## config.mk

```make
export PLATFORM = sky130hd
export DESIGN_NAME = bankReadArbiter
export DESIGN_NICKNAME = d
export VERILOG_FILES = /design/src/regFilePkg.sv /design/src/bankReadArbiter.sv
export SDC_FILE = /design/constraint.sdc
export NUM_CORES = 1
export LEC_CHECK = 0
export BUFFER_PORTS_ARGS = -buffer_cell sky130_fd_sc_hd__buf_2
export CAP_MARGIN = 20
export CORE_MARGIN = 3
export CORE_UTILIZATION = 36
export DETAILED_ROUTE_END_ITERATION = 7
export GPL_TIMING_DRIVEN = 0
export HOLD_SLACK_MARGIN = 0.03
export PLACE_DENSITY = 0.89
export SYNTH_ARGS = -nofsm -noshare
export SYNTH_HDL_FRONTEND = slang
export SYNTH_SLANG_ARGS = --single-unit
export TNS_END_PERCENT = 50
```

## constraint.sdc

```tcl
create_clock -name clk -period 1.9 [get_ports clk]
set_clock_uncertainty 0.1 [all_clocks]
set_input_delay 0.19 -clock clk [delete_from_list [all_inputs] [get_ports clk]]
set_output_delay 0.19 -clock clk [all_outputs]
set_load 0.005 [all_outputs]
```

## src/regFilePkg.sv

```systemverilog
// Shared sizes and types for the banked register file
// The indexer bit split only holds when warp and register index widths
// add up to bank select plus in-bank address widths
// All widths derive from the counts below, keep them powers of two

package regFilePkg;

    // ##################################################
    // Sizes
    // ##################################################

    // Warps per compute unit
    localparam int unsigned NumWarps = 8;
    // Register banks, each single read and single write
    localparam int unsigned NumBanks = 4;
    // Entries in one bank
    localparam int unsigned RegistersPerBank = 128;
    // Registers addressable by one warp
    localparam int unsigned RegIdxWidth = 6;
    // Register width
    localparam int unsigned DataWidth = 32;

    // Derived widths
    localparam int unsigned WidWidth = $clog2(NumWarps);
    localparam int unsigned BankSelWidth = $clog2(NumBanks);
    localparam int unsigned BankRegAddrWidth = $clog2(RegistersPerBank);

    // ##################################################
    // Types
    // ##################################################

    typedef logic [WidWidth-1:0] widT;
    typedef logic [RegIdxWidth-1:0] regIdxT;
    typedef logic [BankSelWidth-1:0] bankSelT;
    typedef logic [BankRegAddrWidth-1:0] bankRegAddrT;
    typedef logic [DataWidth-1:0] regDataT;

    // Arbiter states
    // ArbServeB holds the deferred read of path B after a bank conflict
    typedef enum logic [0:0] {
        ArbIdle,
        ArbServeB
    } arbStateT;

endpackage

```

## src/bankReadArbiter.sv

```systemverilog
// Merges operand read paths A and B onto the register banks
// Requests are single-cycle strobes, no handshake, results are strobes too
// Same bank with different addresses serializes B by one cycle, busy is
// high during that cycle and any request offered then is dropped

`timescale 1ns/1ns

module bankReadArbiter
    import regFilePkg::*;
(
    input  logic        clk,
    input  logic        rst,

    // Path A request
    input  logic        reqValidA,
    input  bankSelT     bankSelA,
    input  bankRegAddrT bankAddrA,

    // Path B request
    input  logic        reqValidB,
    input  bankSelT     bankSelB,
    input  bankRegAddrT bankAddrB,

    // Bank side
    output bankRegAddrT bankReadAddr [NumBanks],
    input  regDataT     bankReadData [NumBanks],

    // Operand return
    output logic        dataValidA,
    output logic        dataValidB,
    output regDataT     dataA,
    output regDataT     dataB,
    output logic        busy
);

    arbStateT    state;

    // Request decode
    logic        acceptA;
    logic        acceptB;
    logic        sameBank;
    logic        sameAddr;
    logic        conflict;

    // Reads in flight, returned next cycle
    logic        pendA;
    logic        pendB;
    bankSelT     pendBankA;
    bankSelT     pendBankB;

    // Deferred path B request
    bankSelT     heldBankB;
    bankRegAddrT heldAddrB;

    // ##################################################
    // Request decode
    // ##################################################

    assign busy = (state == ArbServeB);

    // Nothing is taken while B's deferred read goes out
    assign acceptA = reqValidA && !busy;
    assign acceptB = reqValidB && !busy;

    assign sameBank = (bankSelA == bankSelB);
    assign sameAddr = (bankAddrA == bankAddrB);

    // Two different entries in one bank need two cycles
    assign conflict = acceptA && acceptB && sameBank && !sameAddr;

    // Per-bank read address steering
    always_comb begin
        for (int b = 0; b < NumBanks; b++) begin
            bankReadAddr[b] = '0;
            if (busy) begin
                // Only the deferred B read is issued
                if (heldBankB == bankSelT'(b)) begin
                    bankReadAddr[b] = heldAddrB;
                end
            end else begin
                if (acceptB && bankSelB == bankSelT'(b)) begin
                    bankReadAddr[b] = bankAddrB;
                end
                // A wins its bank, B gets it next cycle on a conflict
                if (acceptA && bankSelA == bankSelT'(b)) begin
                    bankReadAddr[b] = bankAddrA;
                end
            end
        end
    end

    // ##################################################
    // Control state
    // ##################################################

    always_ff @(posedge clk) begin
        if (rst) begin
            state      <= ArbIdle;
            pendA      <= 1'b0;
            pendB      <= 1'b0;
        end else begin
            pendA      <= acceptA;
            case (state)
                ArbIdle: begin
                    // B returns now unless it lost its bank to A
                    pendB <= acceptB && !conflict;
                    if (conflict) begin
                        state <= ArbServeB;
                    end
                end
                ArbServeB: begin
                    // Deferred read was issued this cycle
                    pendB <= 1'b1;
                    state <= ArbIdle;
                end
                default: begin
                    pendB <= 1'b0;
                    state <= ArbIdle;
                end
            endcase
        end
    end

    // Bank tags and the held request, no reset needed
    always_ff @(posedge clk) begin
        if (acceptA) begin
            pendBankA <= bankSelA;
        end
        if (busy) begin
            pendBankB <= heldBankB;
        end else if (acceptB) begin
            pendBankB <= bankSelB;
        end
        if (conflict) begin
            heldBankB <= bankSelB;
            heldAddrB <= bankAddrB;
        end
    end

    // ##################################################
    // Operand return
    // ##################################################

    assign dataValidA = pendA;
    assign dataValidB = pendB;

    assign dataA = bankReadData[pendBankA];

    // Identical register on both paths shares one read, B's tag names that bank
    assign dataB = bankReadData[pendBankB];

    // ##################################################
    // Assertions
    // ##################################################

    // Serialization costs exactly one extra cycle
    busyOneCycle: assert property (@(posedge clk) disable iff (rst)
        busy |=> !busy)
        else $error("bankReadArbiter: busy held for two cycles");

    // Deferred B must not come back together with A
    noEarlyB: assert property (@(posedge clk) disable iff (rst)
        conflict |=> !dataValidB)
        else $error("bankReadArbiter: dataValidB right after a conflict");

    // Strobes only ever answer an accepted or deferred request
    noSpuriousStrobe: assert property (@(posedge clk) disable iff (rst)
        (!busy && !acceptA && !acceptB) |=> !(dataValidA || dataValidB))
        else $error("bankReadArbiter: strobe without a request");

endmodule

```

**Word-level counts from Yosys, hierarchy flattened**

Cells that the tools add are included.

- Input port bits: 150
- Register bits after elaboration: 16

- Muxes and demuxes: 27
- Bitwise logic cells: 3
- Eq/ne operators: 11
- Reductions and logical operators: 21
- $lt $le $gt $ge: 2

Operator list:

| kind | count |
|---|---|
| binary-select mux 32 bit (select 2 bit) | 2 |
| 2-to-1 mux 32 bit | 4 |
| 2-to-1 mux 7 bit | 16 |
| logical AND 1 bit | 14 |
| == test 2 bit, second input constant | 6 |
| == test 7 bit | 1 |
| == test 2 x 1 -> 1 bit, second input constant | 3 |
| >= comparator 3 bit, second input constant | 2 |
| zero test 2 bit | 3 |
| NOT 2 -> 3 bit | 2 |
| 2-to-1 mux 2 bit | 2 |
| case mux 1 bit (2 select lines) | 2 |
| zero test 1 bit | 3 |
| == test 2 bit | 1 |
| nonzero test 2 bit | 1 |
| 2-to-1 mux 1 bit | 1 |
| NOT 1 bit | 1 |

**Depth between registers and ports, before layout**

Gate-level depths: netlist of run 1.

- Depth in word-level cells: 8
- Depth in mapped cells: 6
- Mapped depth without buffers: 3

**Least setup slack after synthesis of run 1**

OpenSTA, ideal clock, no wires.

- Path kind: reg2reg
- Start: reg state (netlist: busy)
- End: reg heldAddrB[0] (enable)
- Data required time: 1,419 ps
- Buffers on the path: 1
- Clock period less this slack: 1,931 ps
- Slack: -31 ps
- Stages on the path, launching flop included: 5
- Data arrival time: 1,451 ps
- Cell sequence: dfxtp_1 > buf_4 > nor2b_1 > nand4_1 > a31oi_1

- Word-level cells in the longest chain between the ends: 5
- Elaborated cells between the ends (all ways): 6

Ends and longest elaborated chain:

| element | line | text |
|---|---|---|
| start: declaration | bankReadArbiter.sv:36 | `arbStateT state;` |
| start signal: assignment | bankReadArbiter.sv:98 | `state <= ArbIdle;` |
| start signal: assignment | bankReadArbiter.sv:108 | `state <= ArbServeB;` |
| start signal: assignment | bankReadArbiter.sv:114 | `state <= ArbIdle;` |
| zero test 1 bit | bankReadArbiter.sv:62 | `assign acceptA = reqValidA && !busy;` |
| logical AND 1 bit | bankReadArbiter.sv:62 |  |
| net acceptA | bankReadArbiter.sv:39 | `logic acceptA;` |
| logical AND 1 bit (3 in series) | bankReadArbiter.sv:69 | `assign conflict = acceptA && acceptB && sameBank && !sameAddr;` |
| net conflict | bankReadArbiter.sv:43 | `logic conflict;` |
| end signal: assignment | bankReadArbiter.sv:136 | `heldAddrB <= bankAddrB;` |
| end: declaration | bankReadArbiter.sv:53 | `bankRegAddrT heldAddrB;` |

The timed path passes the listed nets, and every way through them passes these cells.
A chain may end at the register's enable or synchronous reset.

**Worst setup path after layout of run 1**

- Start: reg pendBankB[0]
- End: out dataB[29]

- Word-level cells in the longest chain between the ends: 4

Ends and longest elaborated chain:

| element | line | text |
|---|---|---|
| start: declaration | bankReadArbiter.sv:49 | `bankSelT pendBankB;` |
| start signal: assignment | bankReadArbiter.sv:130 | `pendBankB <= heldBankB;` |
| start signal: assignment | bankReadArbiter.sv:132 | `pendBankB <= bankSelB;` |
| NOT 2 -> 3 bit (not written as such) | bankReadArbiter.sv:150 | `assign dataB = bankReadData[pendBankB];` |
| binary-select mux 32 bit (select 2 bit) | bankReadArbiter.sv:150 |  |
| 2-to-1 mux 32 bit (not written as such) (2 in series) | bankReadArbiter.sv:150 |  |
| end: declaration | bankReadArbiter.sv:32 | `output regDataT dataB,` |

Every way passes these cells. The select of a mux whose other input is x is not followed.

==> run summary, run 1 <==
Outcome: finished, violations left
Failing checks: negative setup slack
Initial core utilization: 37.3%
CP endpoint kind: output port
Most used DFF post-synth: edfxtp_1
Netlist Area Pre-Place: 2910 um^2
Total power: 1.75 mW
VDD IR-drop max: 330 uV
Port-buffer cells: 244
Synth cell types: 40
Reg2Reg Setup Slack: 160 ps
Detail Route met3 WL: 1.46 mm
Final period util: 103%
Layout area overhead: 59.8%
EDFF count, synth: 13
Root Driver: clkbuf_8
Sink Count: 16
Total vias in the final route: 3,615
Worst r2r path cells: 5
Clock transition at path regs: 70 ps
H-tree depth: 1
DP Area: 4270 um^2
CP Max Fanout: 6
Yosys top cell area share: 49.5%
CTS tree: done
Slew headroom: 32.8%
Synth area leaders: mux4_2, edfxtp_1, nand2_1, a221o_1, nand3_1
Total global routing overflow: 0
Worst hold start: bankAddrB[5]
Critical Path AT: 1660 ps
Mapped Cells: 235
Final setup violation count: 16
Final routed wire length divided by cell count: 22.5 um
Max Root-Sink Buffers: 2
Yosys top cell by area: mux4_2
Fmax: 513 MHz
Post-route ant nets: 0
Hold endpoint: heldAddrB[5]
Post-DP HPWL: 10.8 mm
Die X: 96.0 um
Final setup margin: -48.6 ps
Worst Setup Path Type: flop to output port
FF+latch count, synth: 16
Measured slew at the worst slew-check pin: 999 ps
Wire length on met2: 6.78 mm
Core footprint: 7810 um^2
Setup TNS: -233 ps
DRT Pass-1 Iters: 5
Crit path buffers/inverters: 3
WL final: 13.5 mm
Synth Area per Inst: 12.4 um^2
Global-route wire length before repair: 18.7 mm
Residual DRC: 0
Maxcap violations: 0
Worst skew pair latency: 250 ps
Nets@finish: 646
Pleak: 2.11 nW
CP cell instances: buf_6 > bufbuf_16 > mux4_2 > buf_2
Worst setup SP type: flop
Crit-path slowest cell: mux4_2
Antenna violations before repair: 2
Crit path time final: 1950 ps
Metal1 wirelength: 4.85 mm
Dpl ws: -250 ps
Count leader, synth: mux4_2
Largest delay share family, worst path: buffers and inverters
Tightest Hold Check Type: input pin to flop
GPL Wtd Cong: 0.897
Worst hold stages: 1
Worst EP required: 1610 ps
Post-route core utilization: 59.6%
Site Rows: 32
Number of DRC markers in iteration 0: 187
Final instance area: 4660 um^2
Ports: 245
Vias in the first global route: 3,566
GRT Util Overall: 26.4%
Fill cell count: 692
Highest Signal Layer: met4
Number of CTS-inserted buffers: 3
Die area: 9210 um^2
Top cells by count, synth: mux4_2, nand2_1, clkbuf_1, nand3_1, edfxtp_1
Die Ht: 96.0 um
FF/Latch Area: 454 um^2
Largest net degree at the start of global routing: 11
Slowest Stage Delay on Critical Path: 510 ps
Vias per cell: 6.04
RR Startpoint: busy
Hold Fails Final Rpt: 0
Multi-input logic area: 2390 um^2
Asr flop ratio synth: 0%
Slew Viols, Final: 0
PD cells: 375 nW/um^2
Critical R2R Capture: heldAddrB[4]
Layout cells sized above 1: 74.5%
RSZ-0062 raised after global routing: yes
Share of the yosys chip area belonging to registers: 15.5%
Syn_nets: 385
Synth warn: 0
==> layout make-up <==
| class | count | area share [%] |
|---|---|---|
| Clock buffer | 4 | 0.967 |
| Tap cell | 102 | 2.74 |
| Antenna cell | 2 | 0.107 |
| Buffer | 23 | 5.05 |
| Timing Repair Buffer | 260 | 30.1 |
| Sequential cell | 16 | 9.76 |
| Multi-Input combinational cell | 192 | 51.3 |
==> where the power goes <==
group | switching [mW] | internal (mW)
Clock | 0.128 | 0.149
Combinational | 0.459 | 0.596
Sequential | 0.0165 | 0.398
==> worst reg2reg max path, cell delays in order (launching register included) <==
cell	delay, ps
dfxtp_4	360
buf_4	160
nor2b_2	240
nand4_1	210
a31oi_4	190
buf_4	180
==> metrics by stage <==
stage	cells	hold slack (ps)
after floorplan	235	162
after global placement	581	289
after detailed placement	581	292
after CTS	593	93.1
after global routing	599	99.1
final	599	101
==> repair_timing <==
| item | 4_1_cts | 5_1_grt |
|---|---|---|
| buffers inserted | 8 | 5 |
| pin swaps | 10 | 10 |
| endpoints found under the setup margin | 97 | 75 |
| hold endpoints to repair | 2 | 0 |
| gates resized for setup | 47 | 19 |
| hold buffers | 1 | 0 |
| cloned | 2 | 0 |
==> how the worst max path moves through the flow <==
stage	startpoint	to	slack, ps	depth (start not counted)
2_1_floorplan	busy	heldAddrB[0]	130	4
3_3_place_gp	busy	heldAddrB[3]	-190	4
3_5_place_dp	busy	heldAddrB[4]	-250	4
4_1_cts	pendBankB[0]	dataB[22]	-50	4
5_1_grt	busy	bankReadAddr[8]	-130	6
6_report	pendBankB[0]	dataB[29]	-50	4
==> layer usage <==
layer / global-route usage [%] / vias up
met4: 9.00 / 0
li1: - / 1537
met3: 4.85 / 30
met1: 33.6 / 1790
met5: 0 / -
met2: 45.2 / 258
==> cells by family (layout without fill, tap and decap cells) <==
| kind of cell | after synthesis | in the layout | synth area share (%) |
|---|---|---|---|
| AOI/OAI and AO/OA | 33 | 33 | 8.55 |
| and+or+nand+nor | 84 | 84 | 18.5 |
| other | 0 | 2 | 0 |
| DFF | 16 | 16 | 15.5 |
| muxes | 66 | 66 | 50.3 |
| buffers and inverters | 27 | 287 | 4.55 |
| xor gates and xnor gates | 9 | 9 | 2.71 |
==> sequential cells by signal, summed over array words and instances (netlist names) <==
register and cells:
busy 1, dataValidA 1, dataValidB 1, heldAddrB 7, heldBankB 2, pendBankA 2, pendBankB 2
==> placed cells by master (no fill, tap or decap), types with 7 or more instances in the layout <==
cell type  instances
buf_4             13
nor3b_1            7
buf_2            241
o211ai_1           7
mux4_2            64
a221o_1            7
nand3b_1           7
buf_6             14
nand3_1           14
a22oi_1            7
nand2_1           30
edfxtp_1          13
Power figures use the tool's default switching activity.
==> inputs of run 2 (changes only) <==
BUFFER_PORTS_ARGS = not set   (was -buffer_cell sky130_fd_sc_hd__buf_2)
CORE_AREA = 3 3 94 96   (was not set)
CORE_MARGIN = not set   (was 3)
CORE_UTILIZATION = not set   (was 36)
DIE_AREA = 0 0 97 99   (was not set)
DONT_BUFFER_PORTS = 1   (was not set)
PLACE_DENSITY = 0.61   (was 0.89)
==> run 2 against run 1 <==
Compared with the run above:
- the run now ends clean
- sequential power about the same
- count of clock-buffer cells in the layout unchanged
- wire length fell by 15%
- global-route usage is 4.1 points lower
- fmax rose by 6.1%
- die area is 4.3% higher
- sequential share of layout area increased by 3.6 points
- register-to-register slack better by 20 ps
- setup slack gained 110 ps
- utilization is 18 points lower
- design area fell by 27%
- critical path depth fell by 1
- largest cell class unchanged
==> run summary, run 2 (synthesis gave the netlist of run 1 again) <==
Outcome: completed
Vias in the first global route: 2,784 (-22%)
Total global routing overflow: 0 (unchanged)
Nets@finish: 404 (-37%)
Final setup violation count: 0 (-16)
Die Ht: 99 um (+3.2%)
Fin cells: 358 (-40%)
CTS tree: done
Critical Path AT: 1550 ps (-110 ps)
Max FFs per register: 7 (unchanged)
PD cells: 403 nW/um^2 (+7.4%)
CP cell instances: clkbuf_4 > buf_8 > mux4_2
Reg2Reg Setup Slack: 180 ps (+20 ps)
Largest delay share family, worst path: multiplexers
Worst r2r path cells: 5 (unchanged)
Crit-path slowest cell: mux4_2
Layout cells sized above 1: 44.3% (-30 points)
Crit path buffers/inverters: 2 (-1)
VDD IR-drop max: 197 uV (-40%)
Residual DRC: 0 (unchanged)
Layout area overhead: 17.2%
Hold Fails Final Rpt: 0 (unchanged)
Global-route wire length before repair: 16.9 mm (-9.5%)
Maxcap violations: 0 (unchanged)
Number of DRC markers in iteration 0: 121 (-35%)
Pleak: 1.09 nW (-48%)
Largest net degree at the start of global routing: 11 (unchanged)
H-tree depth: 1 (unchanged)
Final routed wire length divided by cell count: 31.8 um (+42%)
Root Driver: clkbuf_8
Sink Count: 16 (unchanged)
RSZ-0062 raised after global routing: yes
Worst Setup Path Type: flop to output port
Tightest Hold Check Type: input pin to flop
RR Startpoint: busy
Initial core utilization: 35.8% (-1.5 points)
Placed cell count: 340 (-41%)
Measured slew at the worst slew-check pin: 822 ps (-177 ps)
Slew headroom: 44.7% (+12 points)
Worst skew pair latency: 260 ps (about the same)
Worst hold stages: 1 (unchanged)
Vias per cell: 7.20 (+19%)
Antenna violations before repair: 0 (-2)
Worst setup SP type: flop
Most common cell after layout, fill and taps aside: mux4_2
Setup TNS: 0 ps (+233 ps)
GPL Wtd Cong: 0.917 (+2.2%)
Fill cell count: 733 (+5.9%)
Hold endpoint: pendBankB[1]
Worst EP required: 1610 ps (about the same)
N_diodes: 0 (-2)
Crit path time final: 1840 ps (-112 ps)
Fmax: 544 MHz (+6.1%)
Total vias in the final route: 2,577 (-29%)
Critical R2R Capture: heldAddrB[2]
Slowest Stage Delay on Critical Path: 580 ps (+70 ps)
Clock transition at path regs: 70 ps (about the same)
CP endpoint kind: output port
Number of CTS-inserted buffers: 3 (unchanged)
Ports: 245 (unchanged)
Commonest non-fill, non-tap cells in the layout: mux4_2, nand2_1, nand3_1
Biggest register: heldAddrB
Post-route ant nets: 0 (unchanged)
CP Max Fanout: 10 (+4)
Slew Viols, Final: 0 (unchanged)
Max Root-Sink Buffers: 2 (unchanged)
Die area: 9600 um^2 (+4.3%)
GRT Util Overall: 22.3% (-4.1 points)
Worst hold start: reqValidB
Die X: 97 um (+1.1%)
Final period util: 96.7% (-5.9 points)
Critical path depth: 3 (-1)
DRT Pass-1 Iters: 5 (unchanged)
Core footprint: 8130 um^2 (+4.2%)
Port-buffer cells: 0 (-100%)
Post-DP HPWL: 9.36 mm (-13%)
WL final: 11.4 mm (-15%)
Site Rows: 33 (+3.1%)
run 2: cell count changes in the layout (fill, tap and decap cells not counted), moves of 5 or more:
cell	previous run	this run
buf_2	241	0
buf_4	13	7
buf_6	14	5
dlygate4sd3_1	1	12
nand2_1	30	35
nand2_2	5	0
run 2: area by class of cell:
type	instances	area [um^2]	share of cell area [%]
sequential	16	454	13.3
buffer	23	220	6.45
tap	105	131	3.85
timing repair buffer	18	181	5.32
clock buffer	4	55.1	1.61
multi-input combinational	192	2370	69.5
run 2: layer usage:
layer | vias to the layer above | wire length (um) | global-route usage, % | part of all wire [%]
met3 | 19 | 1500 | 9.20 | 13
met5 | - | 0 | 0 | 0
met1 | 1309 | 3680 | 25.0 | 32
met4 | 0 | 212 | 4.32 | 1.9
li1 | 1048 | - | - | -
met2 | 201 | 6010 | 40.2 | 53
run 2: stage by stage:
| stage | power [mW] | worst slack [ps] | instance area [um^2] | hold slack [ps] | util (%) |
|---|---|---|---|---|---|
| after floorplan | 0.887 | 129 | 2920 | 162 | - |
| after global placement | 0.996 | -197 | 3050 | 164 | 37.5 |
| after detailed placement | 1.00 | -252 | 3050 | 165 | 37.5 |
| after CTS | 1.36 | -0.822 | 3350 | 47.3 | 41.2 |
| after global routing | 1.43 | -6.82 | 3410 | 45.8 | 42.0 |
| final | 1.37 | 63.1 | 3410 | 48.4 | 42.0 |
run 2: worst max path at each step:
stage,to,from
2_1_floorplan,heldAddrB[0],busy
3_3_place_gp,heldAddrB[2],busy
3_5_place_dp,heldAddrB[2],busy
4_1_cts,dataA[10],pendBankA[0]
5_1_grt,bankReadAddr[23],busy
6_report,dataA[10],pendBankA[0]
run 2: repair_timing:
action,4_1_cts,5_1_grt
pin swaps,2,0
hold endpoints to repair,13,0
buffers inserted,5,1
gates resized for setup,30,24
hold buffers,12,0
setup endpoints to repair,97,77
run 2: worst register-to-register path: stages, from the launching register on:
cell     delay [ps]
dfxtp_4         380
buf_8           150
nor2b_2         210
nand4_1         220
a31oi_4         220
buf_12          160
run 2: report_power, final:
group,total [mW],switching (mW),internal (mW)
Clock,0.319,0.135,0.184
Sequential,0.417,0.0196,0.398
Combinational,0.638,0.279,0.359
Total,1.37,0.434,0.941
